**src/hw/hostPkg.sv**
```systemverilog
// Host interface definitions
// Bus widths, parameter register indices, output address constants,
// buffer sizing and the state encodings of the run control FSMs
package hostPkg;

	// Word address into the input or the output memory
	typedef logic [10:0] memAddrT;

	// Data word on the register and memory buses
	typedef logic [31:0] hostWordT;

	// Parameter register address
	typedef logic [7:0] regAddrT;

	// Register holding the number of words to stream
	localparam regAddrT lengthRegIndex = 8'd0;

	// Register holding the multiplier, only the low byte is used
	localparam regAddrT multiplierRegIndex = 8'd1;

	// Top output word, receives the cycle count of a run
	localparam memAddrT cycleCountAddress = 11'd2047;

	// Longest run, data stays below the cycle count word
	localparam memAddrT maxLength = 11'd2047;

	// Both FIFOs hold 32 words
	localparam int fifoLogDepth = 5;

	// FIFO occupancy, one bit wider than the pointers
	typedef logic [fifoLogDepth:0] fifoCountT;

	// Parameter fetch FSM
	typedef enum logic [1:0] {decodeIdle, decodeFetching, decodeRunning} decodeStateT;

	// Output writer FSM, finishing is also the rest state between runs
	typedef enum logic [1:0] {writerStreaming, writerReporting, writerFinishing} writerStateT;

endpackage

```
**src/hw/gfMathPkg.sv**
```systemverilog
// GF(2^8) arithmetic definitions
// Field element and lane word types plus the reduction polynomial
// used by the byte-lane multiplier
package gfMathPkg;

	// One field element, one byte
	typedef logic [7:0] gfElemT;

	// Byte lanes per 32-bit word
	localparam int laneCount = 4;

	// A host word viewed as independent field elements
	// Lane 0 is the low byte
	typedef gfElemT [laneCount-1:0] gfWordT;

	// x^8 + x^4 + x^3 + x + 1
	localparam logic [8:0] fieldPoly = 9'h11B;

endpackage

```
**src/hw/streamFifo.sv**
```systemverilog
// Synchronous FIFO
// Circular buffer with read and write pointers and an occupancy count,
// read data is taken from the head entry without a cycle of delay
`timescale 1ns/1ps

module streamFifo #(
	parameter int dataWidth = 32,
	parameter int logDepth = 5
) (
	input logic clk,
	input logic reset,
	input logic [dataWidth-1:0] dataIn,
	input logic push,
	input logic pop,
	output logic [dataWidth-1:0] dataOut,
	output logic empty,
	output logic [logDepth:0] count
);

	logic [dataWidth-1:0] mem [0:(1 << logDepth) - 1];
	// Pointers wrap on their own width
	logic [logDepth-1:0] readPtr;
	logic [logDepth-1:0] writePtr;

	// Storage
	always_ff @(posedge clk) begin
		if (push) begin
			mem[writePtr] <= dataIn;
		end
	end

	always_ff @(posedge clk) begin
		if (reset) begin
			readPtr <= '0;
			writePtr <= '0;
			count <= '0;
		end else begin
			if (push) begin
				writePtr <= writePtr + 1'b1;
			end
			if (pop) begin
				readPtr <= readPtr + 1'b1;
			end
			// Simultaneous push and pop leaves the count alone
			if (push && !pop) begin
				count <= count + 1'b1;
			end else if (pop && !push) begin
				count <= count - 1'b1;
			end
		end
	end

	// Head of queue, no full flag since callers reserve room by credit
	assign dataOut = mem[readPtr];
	assign empty = (count == '0);

endmodule

```
**src/hw/paramDecode.sv**
```systemverilog
// Parameter fetch stage
// Reads the length and multiplier registers when the host starts a run,
// then hands both values to the streaming stages and waits for completion
`timescale 1ns/1ps

module paramDecode import hostPkg::*, gfMathPkg::*; (
	input logic clk,
	input logic reset,
	input logic runValue,
	input logic regAck,
	input logic regReadValid,
	input hostWordT regReadData,
	input logic runDone,
	output logic regReq,
	output regAddrT regAddr,
	output memAddrT runLength,
	output gfElemT runMultiplier,
	output logic paramsReady
);

	decodeStateT state;
	// First returned word is the length, second the multiplier
	logic lengthSeen;

	always_ff @(posedge clk) begin
		if (reset) begin
			state <= decodeIdle;
			regReq <= 1'b0;
			regAddr <= lengthRegIndex;
			lengthSeen <= 1'b0;
			paramsReady <= 1'b0;
		end else begin
			// Single-cycle strobe
			paramsReady <= 1'b0;
			unique case (state)
				decodeIdle: begin
					if (runValue) begin
						state <= decodeFetching;
						regReq <= 1'b1;
						regAddr <= lengthRegIndex;
						lengthSeen <= 1'b0;
					end
				end
				decodeFetching: begin
					// Two requests back to back
					if (regReq && regAck) begin
						if (regAddr == lengthRegIndex) begin
							regAddr <= multiplierRegIndex;
						end else begin
							regReq <= 1'b0;
						end
					end
					// Returns come back in request order
					if (regReadValid) begin
						if (!lengthSeen) begin
							lengthSeen <= 1'b1;
						end else begin
							paramsReady <= 1'b1;
							state <= decodeRunning;
						end
					end
				end
				decodeRunning: begin
					// Held here so a run value still high cannot restart
					if (runDone) begin
						state <= decodeIdle;
					end
				end
				default: state <= decodeIdle;
			endcase
		end
	end

	// Returned values, stable for the whole run
	always_ff @(posedge clk) begin
		if (state == decodeFetching && regReadValid) begin
			if (!lengthSeen) begin
				// Oversized lengths saturate below the count word
				if (regReadData > hostWordT'(maxLength)) begin
					runLength <= maxLength;
				end else begin
					runLength <= regReadData[$bits(memAddrT)-1:0];
				end
			end else begin
				runMultiplier <= regReadData[$bits(gfElemT)-1:0];
			end
		end
	end

endmodule

```
**src/hw/gfScaleExecute.sv**
```systemverilog
// Input streaming and GF(2^8) scaling stage
// Issues credit-limited reads of the input memory, buffers the returned words
// and multiplies each byte lane by the run multiplier into a result register
`timescale 1ns/1ps

module gfScaleExecute import hostPkg::*, gfMathPkg::*; (
	input logic clk,
	input logic reset,
	input logic paramsReady,
	input memAddrT runLength,
	input gfElemT runMultiplier,
	input logic inReadAck,
	input logic inReadValid,
	input hostWordT inReadData,
	input logic outputRoom,
	output logic inReadReq,
	output memAddrT inReadAddr,
	output gfWordT scaledWord,
	output logic scaledValid
);

	// Shift-and-add product, the doubled operand is reduced mod fieldPoly
	function automatic gfElemT gfMul(input gfElemT a, input gfElemT b);
		gfElemT product;
		gfElemT shifted;
		logic [8:0] doubled;
		product = '0;
		shifted = a;
		for (int bitIdx = 0; bitIdx < $bits(gfElemT); bitIdx++) begin
			if (b[bitIdx]) begin
				product = product ^ shifted;
			end
			doubled = {shifted, 1'b0};
			if (doubled[8]) begin
				doubled = doubled ^ fieldPoly;
			end
			shifted = doubled[7:0];
		end
		return product;
	endfunction

	// Read side bookkeeping
	logic fetchActive;
	fifoCountT pendingReads;
	logic readAccept;
	logic [fifoLogDepth+1:0] creditUsed;

	// Input buffer side
	hostWordT bufferOut;
	logic bufferEmpty;
	fifoCountT bufferCount;
	logic bufferPop;
	gfWordT laneWord;

	assign readAccept = inReadReq && inReadAck;

	// Words in flight plus words waiting, one slot kept in reserve
	assign creditUsed = {1'b0, pendingReads} + {1'b0, bufferCount};
	assign inReadReq = fetchActive && (creditUsed < ((1 << fifoLogDepth) - 1));

	always_ff @(posedge clk) begin
		if (reset) begin
			fetchActive <= 1'b0;
			inReadAddr <= '0;
			pendingReads <= '0;
		end else begin
			if (paramsReady) begin
				// Nothing to fetch for a zero length
				fetchActive <= (runLength != '0);
				inReadAddr <= '0;
			end else if (readAccept) begin
				if (inReadAddr == memAddrT'(runLength - 1'b1)) begin
					fetchActive <= 1'b0;
				end else begin
					inReadAddr <= inReadAddr + 1'b1;
				end
			end
			// Accepted reads add, returned data removes
			if (readAccept && !inReadValid) begin
				pendingReads <= pendingReads + 1'b1;
			end else if (inReadValid && !readAccept) begin
				pendingReads <= pendingReads - 1'b1;
			end
		end
	end

	streamFifo #(
		.dataWidth($bits(hostWordT)),
		.logDepth(fifoLogDepth)
	) inputBuffer (
		.clk(clk),
		.reset(reset),
		.dataIn(inReadData),
		.push(inReadValid),
		.pop(bufferPop),
		.dataOut(bufferOut),
		.empty(bufferEmpty),
		.count(bufferCount)
	);

	// Advance only while the writer can take the product
	assign bufferPop = !bufferEmpty && outputRoom;
	assign laneWord = gfWordT'(bufferOut);

	always_ff @(posedge clk) begin
		if (reset) begin
			scaledValid <= 1'b0;
		end else begin
			scaledValid <= bufferPop;
		end
	end

	// Lanes are independent
	always_ff @(posedge clk) begin
		if (bufferPop) begin
			for (int lane = 0; lane < laneCount; lane++) begin
				scaledWord[lane] <= gfMul(laneWord[lane], runMultiplier);
			end
		end
	end

endmodule

```
**src/hw/resultWriter.sv**
```systemverilog
// Result writing stage
// Buffers scaled words, writes them to ascending output addresses,
// then reports the run's cycle count at the top address and ends the run
`timescale 1ns/1ps

module resultWriter import hostPkg::*, gfMathPkg::*; (
	input logic clk,
	input logic reset,
	input logic paramsReady,
	input memAddrT runLength,
	input gfWordT scaledWord,
	input logic scaledValid,
	input logic outWriteAck,
	output logic outWriteReq,
	output memAddrT outWriteAddr,
	output hostWordT outWriteData,
	output logic outputRoom,
	output logic runClear,
	output logic runDone
);

	writerStateT state;
	hostWordT cycleCount;
	// Address given to the next word taken from the buffer
	memAddrT popIndex;
	memAddrT lastAddr;
	logic writeDone;

	hostWordT bufferOut;
	logic bufferEmpty;
	fifoCountT bufferCount;
	logic bufferPop;

	streamFifo #(
		.dataWidth($bits(gfWordT)),
		.logDepth(fifoLogDepth)
	) outputBuffer (
		.clk(clk),
		.reset(reset),
		.dataIn(scaledWord),
		.push(scaledValid),
		.pop(bufferPop),
		.dataOut(bufferOut),
		.empty(bufferEmpty),
		.count(bufferCount)
	);

	// Two free slots cover the product already in the multiply register
	assign outputRoom = bufferCount < fifoCountT'((1 << fifoLogDepth) - 1);

	assign writeDone = outWriteReq && outWriteAck;
	assign lastAddr = memAddrT'(runLength - 1'b1);
	// New word when the bus is free or being freed this cycle
	assign bufferPop = (state == writerStreaming) && !bufferEmpty && (!outWriteReq || writeDone);

	always_ff @(posedge clk) begin
		if (reset) begin
			state <= writerFinishing;
			outWriteReq <= 1'b0;
			runClear <= 1'b0;
			popIndex <= '0;
			cycleCount <= '0;
		end else begin
			runClear <= 1'b0;
			// Cycle count covers everything after paramsReady
			if (state != writerFinishing) begin
				cycleCount <= cycleCount + 1'b1;
			end
			unique case (state)
				writerStreaming: begin
					if (bufferPop) begin
						outWriteReq <= 1'b1;
						outWriteAddr <= popIndex;
						outWriteData <= bufferOut;
						popIndex <= popIndex + 1'b1;
					end else if (writeDone) begin
						outWriteReq <= 1'b0;
					end
					// Last data word acknowledged
					if (writeDone && outWriteAddr == lastAddr) begin
						state <= writerReporting;
					end
				end
				writerReporting: begin
					if (!outWriteReq) begin
						outWriteReq <= 1'b1;
						outWriteAddr <= cycleCountAddress;
						outWriteData <= cycleCount;
					end else if (writeDone) begin
						outWriteReq <= 1'b0;
						runClear <= 1'b1;
						state <= writerFinishing;
					end
				end
				writerFinishing: begin
					if (paramsReady) begin
						popIndex <= '0;
						cycleCount <= hostWordT'(1);
						// Zero length only writes the count
						state <= (runLength == '0) ? writerReporting : writerStreaming;
					end
				end
				default: state <= writerFinishing;
			endcase
		end
	end

	assign runDone = runClear;

endmodule

```
**src/hw/gfStreamTop.sv**
```systemverilog
// GF(2^8) streaming accelerator top level
// Connects parameter fetch, scaling and result writing to the host
// register bus, the input memory and the output memory
`timescale 1ns/1ps

module gfStreamTop import hostPkg::*, gfMathPkg::*; (
	input logic clk,
	input logic reset,
	// Run control
	input logic runValue,
	output logic runClear,
	// Parameter registers
	output logic regReq,
	input logic regAck,
	output regAddrT regAddr,
	input logic regReadValid,
	input hostWordT regReadData,
	// Input memory
	output logic inReadReq,
	input logic inReadAck,
	output memAddrT inReadAddr,
	input logic inReadValid,
	input hostWordT inReadData,
	// Output memory
	output logic outWriteReq,
	input logic outWriteAck,
	output memAddrT outWriteAddr,
	output hostWordT outWriteData
);

	memAddrT runLength;
	gfElemT runMultiplier;
	logic paramsReady;
	gfWordT scaledWord;
	logic scaledValid;
	logic outputRoom;
	logic runDone;

	paramDecode paramDecode_inst (
		.clk(clk),
		.reset(reset),
		.runValue(runValue),
		.regAck(regAck),
		.regReadValid(regReadValid),
		.regReadData(regReadData),
		.runDone(runDone),
		.regReq(regReq),
		.regAddr(regAddr),
		.runLength(runLength),
		.runMultiplier(runMultiplier),
		.paramsReady(paramsReady)
	);

	gfScaleExecute gfScaleExecute_inst (
		.clk(clk),
		.reset(reset),
		.paramsReady(paramsReady),
		.runLength(runLength),
		.runMultiplier(runMultiplier),
		.inReadAck(inReadAck),
		.inReadValid(inReadValid),
		.inReadData(inReadData),
		.outputRoom(outputRoom),
		.inReadReq(inReadReq),
		.inReadAddr(inReadAddr),
		.scaledWord(scaledWord),
		.scaledValid(scaledValid)
	);

	resultWriter resultWriter_inst (
		.clk(clk),
		.reset(reset),
		.paramsReady(paramsReady),
		.runLength(runLength),
		.scaledWord(scaledWord),
		.scaledValid(scaledValid),
		.outWriteAck(outWriteAck),
		.outWriteReq(outWriteReq),
		.outWriteAddr(outWriteAddr),
		.outWriteData(outWriteData),
		.outputRoom(outputRoom),
		.runClear(runClear),
		.runDone(runDone)
	);

endmodule

```
**config.mk**
```make
export PLATFORM = sky130hd
export DESIGN_NAME = gfStreamTop
export DESIGN_NICKNAME = d
export VERILOG_FILES = /design/src/hw/hostPkg.sv /design/src/hw/gfMathPkg.sv /design/src/hw/streamFifo.sv /design/src/hw/paramDecode.sv /design/src/hw/gfScaleExecute.sv /design/src/hw/resultWriter.sv /design/src/hw/gfStreamTop.sv
export SDC_FILE = /design/constraint.sdc
export NUM_CORES = 2
export LEC_CHECK = 0
export BUFFER_PORTS_ARGS = -buffer_cell sky130_fd_sc_hd__buf_4
export CAP_MARGIN = 10
export CORE_MARGIN = 2
export CORE_UTILIZATION = 34
export DETAILED_ROUTE_END_ITERATION = 7
export HOLD_SLACK_MARGIN = 0.1
export PLACE_DENSITY_LB_ADDON = 0.15
export SETUP_SLACK_MARGIN = 0.05
export SLEW_MARGIN = 20
export SYNTH_ARGS = -nofsm -noshare
export SYNTH_HDL_FRONTEND = slang
export SYNTH_HIERARCHICAL = 1
export SYNTH_SLANG_ARGS = --single-unit
```
**constraint.sdc**
```tcl
create_clock -name clk -period 10.2 [get_ports clk]
set_input_delay 2.04 -clock clk [delete_from_list [all_inputs] [get_ports clk]]
set_output_delay 2.04 -clock clk [all_outputs]
set_load 0.02 [all_outputs]
```
==> flow_metrics.tcl <==
set metrics [dict create \
    power_mw 26.6 \
    utilization_pct 38.9 \
    p_comb_share_pct 25.2 \
    cts_buffers 241 \
    period_share_pct 56.3 \
    hold_viol_final 0 \
    cp-endpoint "gfScaleExecute_inst/scaledWord[11]$_DFFE_PP_" \
    grt_overflow 0 \
    vias 50100 \
    tns_ns 0 \
    clk_pin_slew_worst_paths_ns 0.06 \
    root_buffer "clkbuf_16" \
    tightest_slew_ns 1.14 \
    vias_per_cell 5.29 \
    grt_pass1_vias 50400 \
    wl_per_cell_microns 28.3 \
    r2r_slack_ns 4.45 \
    route.detailed.drc 0 \
    synth-edff-count 2142 \
    slew_violations 0 \
    place.port_buffers 130 \
    p_clk_share_pct 30.8 \
    cts_sinks 2256 \
    insertion_delay_ns 0.88 \
    drv_cap 0 \
    worst_setup_path_end_kind "flip-flop" \
    required_ns 10.81 \
    wl_microns 268000 \
    grt_max_degree 157 \
    final_layout_size_suffix_gt1_share_pct 24.2 \
    synth-seq-cells 2256 \
    die_w_microns 527 \
    yosys.area_share.simple_pct 5.76 \
    ios 138 \
    synthAdderAreaFrac_pct 0.597 \
    final_nets 5794 \
    synth_cell_type_count 82 \
    syn_avg_cell_area_sq_um 16.9 \
    cp_data_arrival_time_ns 6.35 \
    antenna_left 0 \
    path_cells "buf_12 -> buf_4 -> mux4_2 -> a22o_1 -> or4_1 -> xor2_1 -> xor2_1 -> xor2_1 -> nand2_1 -> xnor2_1 -> xnor2_1 -> xnor2_1" \
    reg2reg_depth 12 \
    grt_pass1_wl_microns 379000 \
    die_h_microns 527 \
    synth_top_family_by_area "multiplexers" \
    min_from "resultWriter_inst/cycleCount[25]$_SDFF_PP0_" \
    synth_compound_area_share_pct 5.28 \
    skew_ns 0.0307 \
    coreArea_sq_mm 0.273 \
    power.share.sequential_pct 44.0 \
    area_growth_syn_to_layout_pct 14.1 \
    switching_share_pct 29.4 \
    async_flop_share_pct 0 \
    syn-cell-area_sq_mm 0.0931 \
    grt_antenna_before_repair 16 \
    placementRows 192 \
    critical_path_class "reg2reg" \
    gp_congestion 0.757 \
    hold_path.class "reg2reg" \
    synth_mux_area_share_pct 11.6 \
    min_period_ns 5.75 \
    internal_power_mw 18.8 \
    drt_iter0_drc 4244 \
    cellPowerDensity_mw_per_mm2 250 \
    r2r_end "gfScaleExecute_inst/scaledWord[11]$_DFFE_PP_" \
    start_kind "flip-flop" \
    ys.flop_type "edfxtp_1" \
    h-tree-depth 4 \
    hpwl_microns 142000 \
    syn-instance-count 5495 \
    critPathMaxStageDelay_ns 0.80 \
    status "finished, final reports clean" \
    cp_slowest_cell "dfxtp_4" \
    rsz0062_at_grt "no" \
    cts_tree "yes" \
    dieArea_sq_mm 0.278 \
    initial_utilization_pct 34.1 \
    fmax_mhz 174 \
    synth_warnings 6 \
    firstDrtPassIters 5 \
    ys_seq_area_share_pct 71.6 \
    cts_resized 0 \
    gr-usage-all-layers_pct 18.9 \
    cts_setup_buffers 0 \
    cp_max_fo 74 \
    cts_buffer_depth 4 \
    switchingPower_mw 7.83 \
    cts_hold_buf 0 \
    p_leak_nw 32.9 \
    setup-violations-final 0 \
    synth-xor-area-share_pct 3.43 \
    ir_drop_mv 0.150 \
    relSlewSlack_pct 23.7 \
]
## power by group through the flow
stage / clock network, mW / registers, mW / logic, mW
6_report: 8.20 / 11.7 / 6.70
3_3_place_gp: 0 / 12.1 / 6.38
5_1_grt: 8.75 / 11.7 / 7.38
2_1_floorplan: 0 / 11.9 / 4.87
3_5_place_dp: 0 / 12.1 / 6.42
4_1_cts: 8.42 / 12.0 / 6.44
## worst min path at each step
| stage | depth (start not counted) | to | slack, ns |
|---|---|---|---|
| CTS | 1 | resultWriter_inst/cycleCount[25]$_SDFF_PP0_ | 0.49 |
| global placement | 1 | resultWriter_inst/cycleCount[25]$_SDFF_PP0_ | 0.48 |
| detailed placement | 1 | resultWriter_inst/cycleCount[25]$_SDFF_PP0_ | 0.48 |
| finish | 1 | resultWriter_inst/cycleCount[25]$_SDFF_PP0_ | 0.49 |
| floorplan | 2 | resultWriter_inst/cycleCount[28]$_SDFF_PP0_ | 0.45 |
| global route | 1 | resultWriter_inst/cycleCount[25]$_SDFF_PP0_ | 0.52 |
## routing by layer
metal	global-route usage (%)	up-vias	share of wire, %
met5	0	-	0.032
li1	-	22000	-
met4	4.47	14	2.1
met1	25.8	26500	44
met3	2.29	329	4.3
met2	32.1	1183	49
## flip-flops by register name, summed over array words and instances, names as in the netlist, 8 cells and up, named ones only
register                             cells
gfScaleExecute_inst/inReadAddr          11
gfScaleExecute_inst/inputBuffer/mem   1024
gfScaleExecute_inst/scaledWord          32
paramDecode_inst/runLength              11
paramDecode_inst/runMultiplier           8
resultWriter_inst/cycleCount            32
resultWriter_inst/outWriteAddr          11
resultWriter_inst/outWriteData          32
resultWriter_inst/outputBuffer/mem    1024
resultWriter_inst/popIndex              11
## cell type report
| type | instances | area, sq um |
|---|---|---|
| Inverter | 37 | 139 |
| Fill cell | 25100 | 167000 |
| Clock buffer | 309 | 6400 |
| Sequential cell | 2256 | 66600 |
| Tap cell | 3589 | 4490 |
| Clock inverter | 128 | 866 |
| Timing Repair Buffer | 271 | 2260 |
| Antenna cell | 7 | 17.5 |
| Multi-Input combinational cell | 2873 | 25400 |
## per-stage QoR
| step | area [sq um] | hold slack, ns | worst slack, ns | std cells |
|---|---|---|---|---|
| after floorplan | 93100 | 0.452 | 4.16 | 5501 |
| after global placement | 98600 | 0.475 | 4.28 | 9007 |
| after detailed placement | 98600 | 0.482 | 4.34 | 9009 |
| after CTS | 106000 | 0.493 | 4.33 | 9446 |
| after global routing | 106000 | 0.518 | 3.97 | 9469 |
| final | 106000 | 0.494 | 4.45 | 9470 |
## layout by cell type, fill, tap and decap left out, drive strengths merged, types with 11 or more instances in the layout
master,synthesis,final
buf,114,271
mux4,256,256
dfxtp,114,114
nand2,273,273
clkbuf,221,309
xor2,113,113
and3,12,12
a21oi,68,68
ha,38,38
o21ai,161,161
nand3b,11,11
or3,23,23
a22oi,17,17
nor4,26,26
a22o,128,128
a31oi,12,12
edfxtp,2142,2142
clkinv,0,106
nand4,24,24
nor2,180,180
mux2i,17,17
o211ai,12,12
or4,79,79
inv,37,43
mux2,429,429
o22ai,131,131
xnor2,251,251
nor3,148,148
nand3,50,50
or2,19,19
nor2b,150,150
a211oi,136,136
## logic make-up after synthesis
group           after synthesis
other cells                   1
simple gates               1036
buf+inv                     372
compound gates              722
flops                      2256
xor+xnor                    364
mux                         702
fa+ha+maj                    42
## worst max-delay path: cells and delay by family (launching register included)
kind / cells / cell delay (ns)
XOR/XNOR: 6 / 1.78
buffers and inverters: 2 / 1.19
AND/OR/NAND/NOR: 2 / 0.83
AO/OA/AOI/OAI: 1 / 0.23
flip-flops: 1 / 0.80
multiplexers: 1 / 0.58
## synthesized netlist by cell type, types with 68 or more instances
cell type | instances | area share, %
edfxtp_1 | 2142 | 69
mux2_2 | 428 | 5.2
nand2_1 | 273 | 1.1
mux4_2 | 256 | 6.2
xnor2_1 | 251 | 2.4
clkbuf_1 | 219 | 0.88
nor2_1 | 180 | 0.73
o21ai_0 | 154 | 0.83
nor2b_1 | 150 | 1.0
nor3_1 | 148 | 0.80
a211oi_1 | 136 | 1.1
o22ai_1 | 131 | 0.88
a22o_1 | 128 | 1.2
dfxtp_1 | 114 | 2.5
xor2_1 | 113 | 1.1
or4_1 | 76 | 0.61
a21oi_1 | 68 | 0.37
Note: power is estimated with default switching activity, not from simulation.
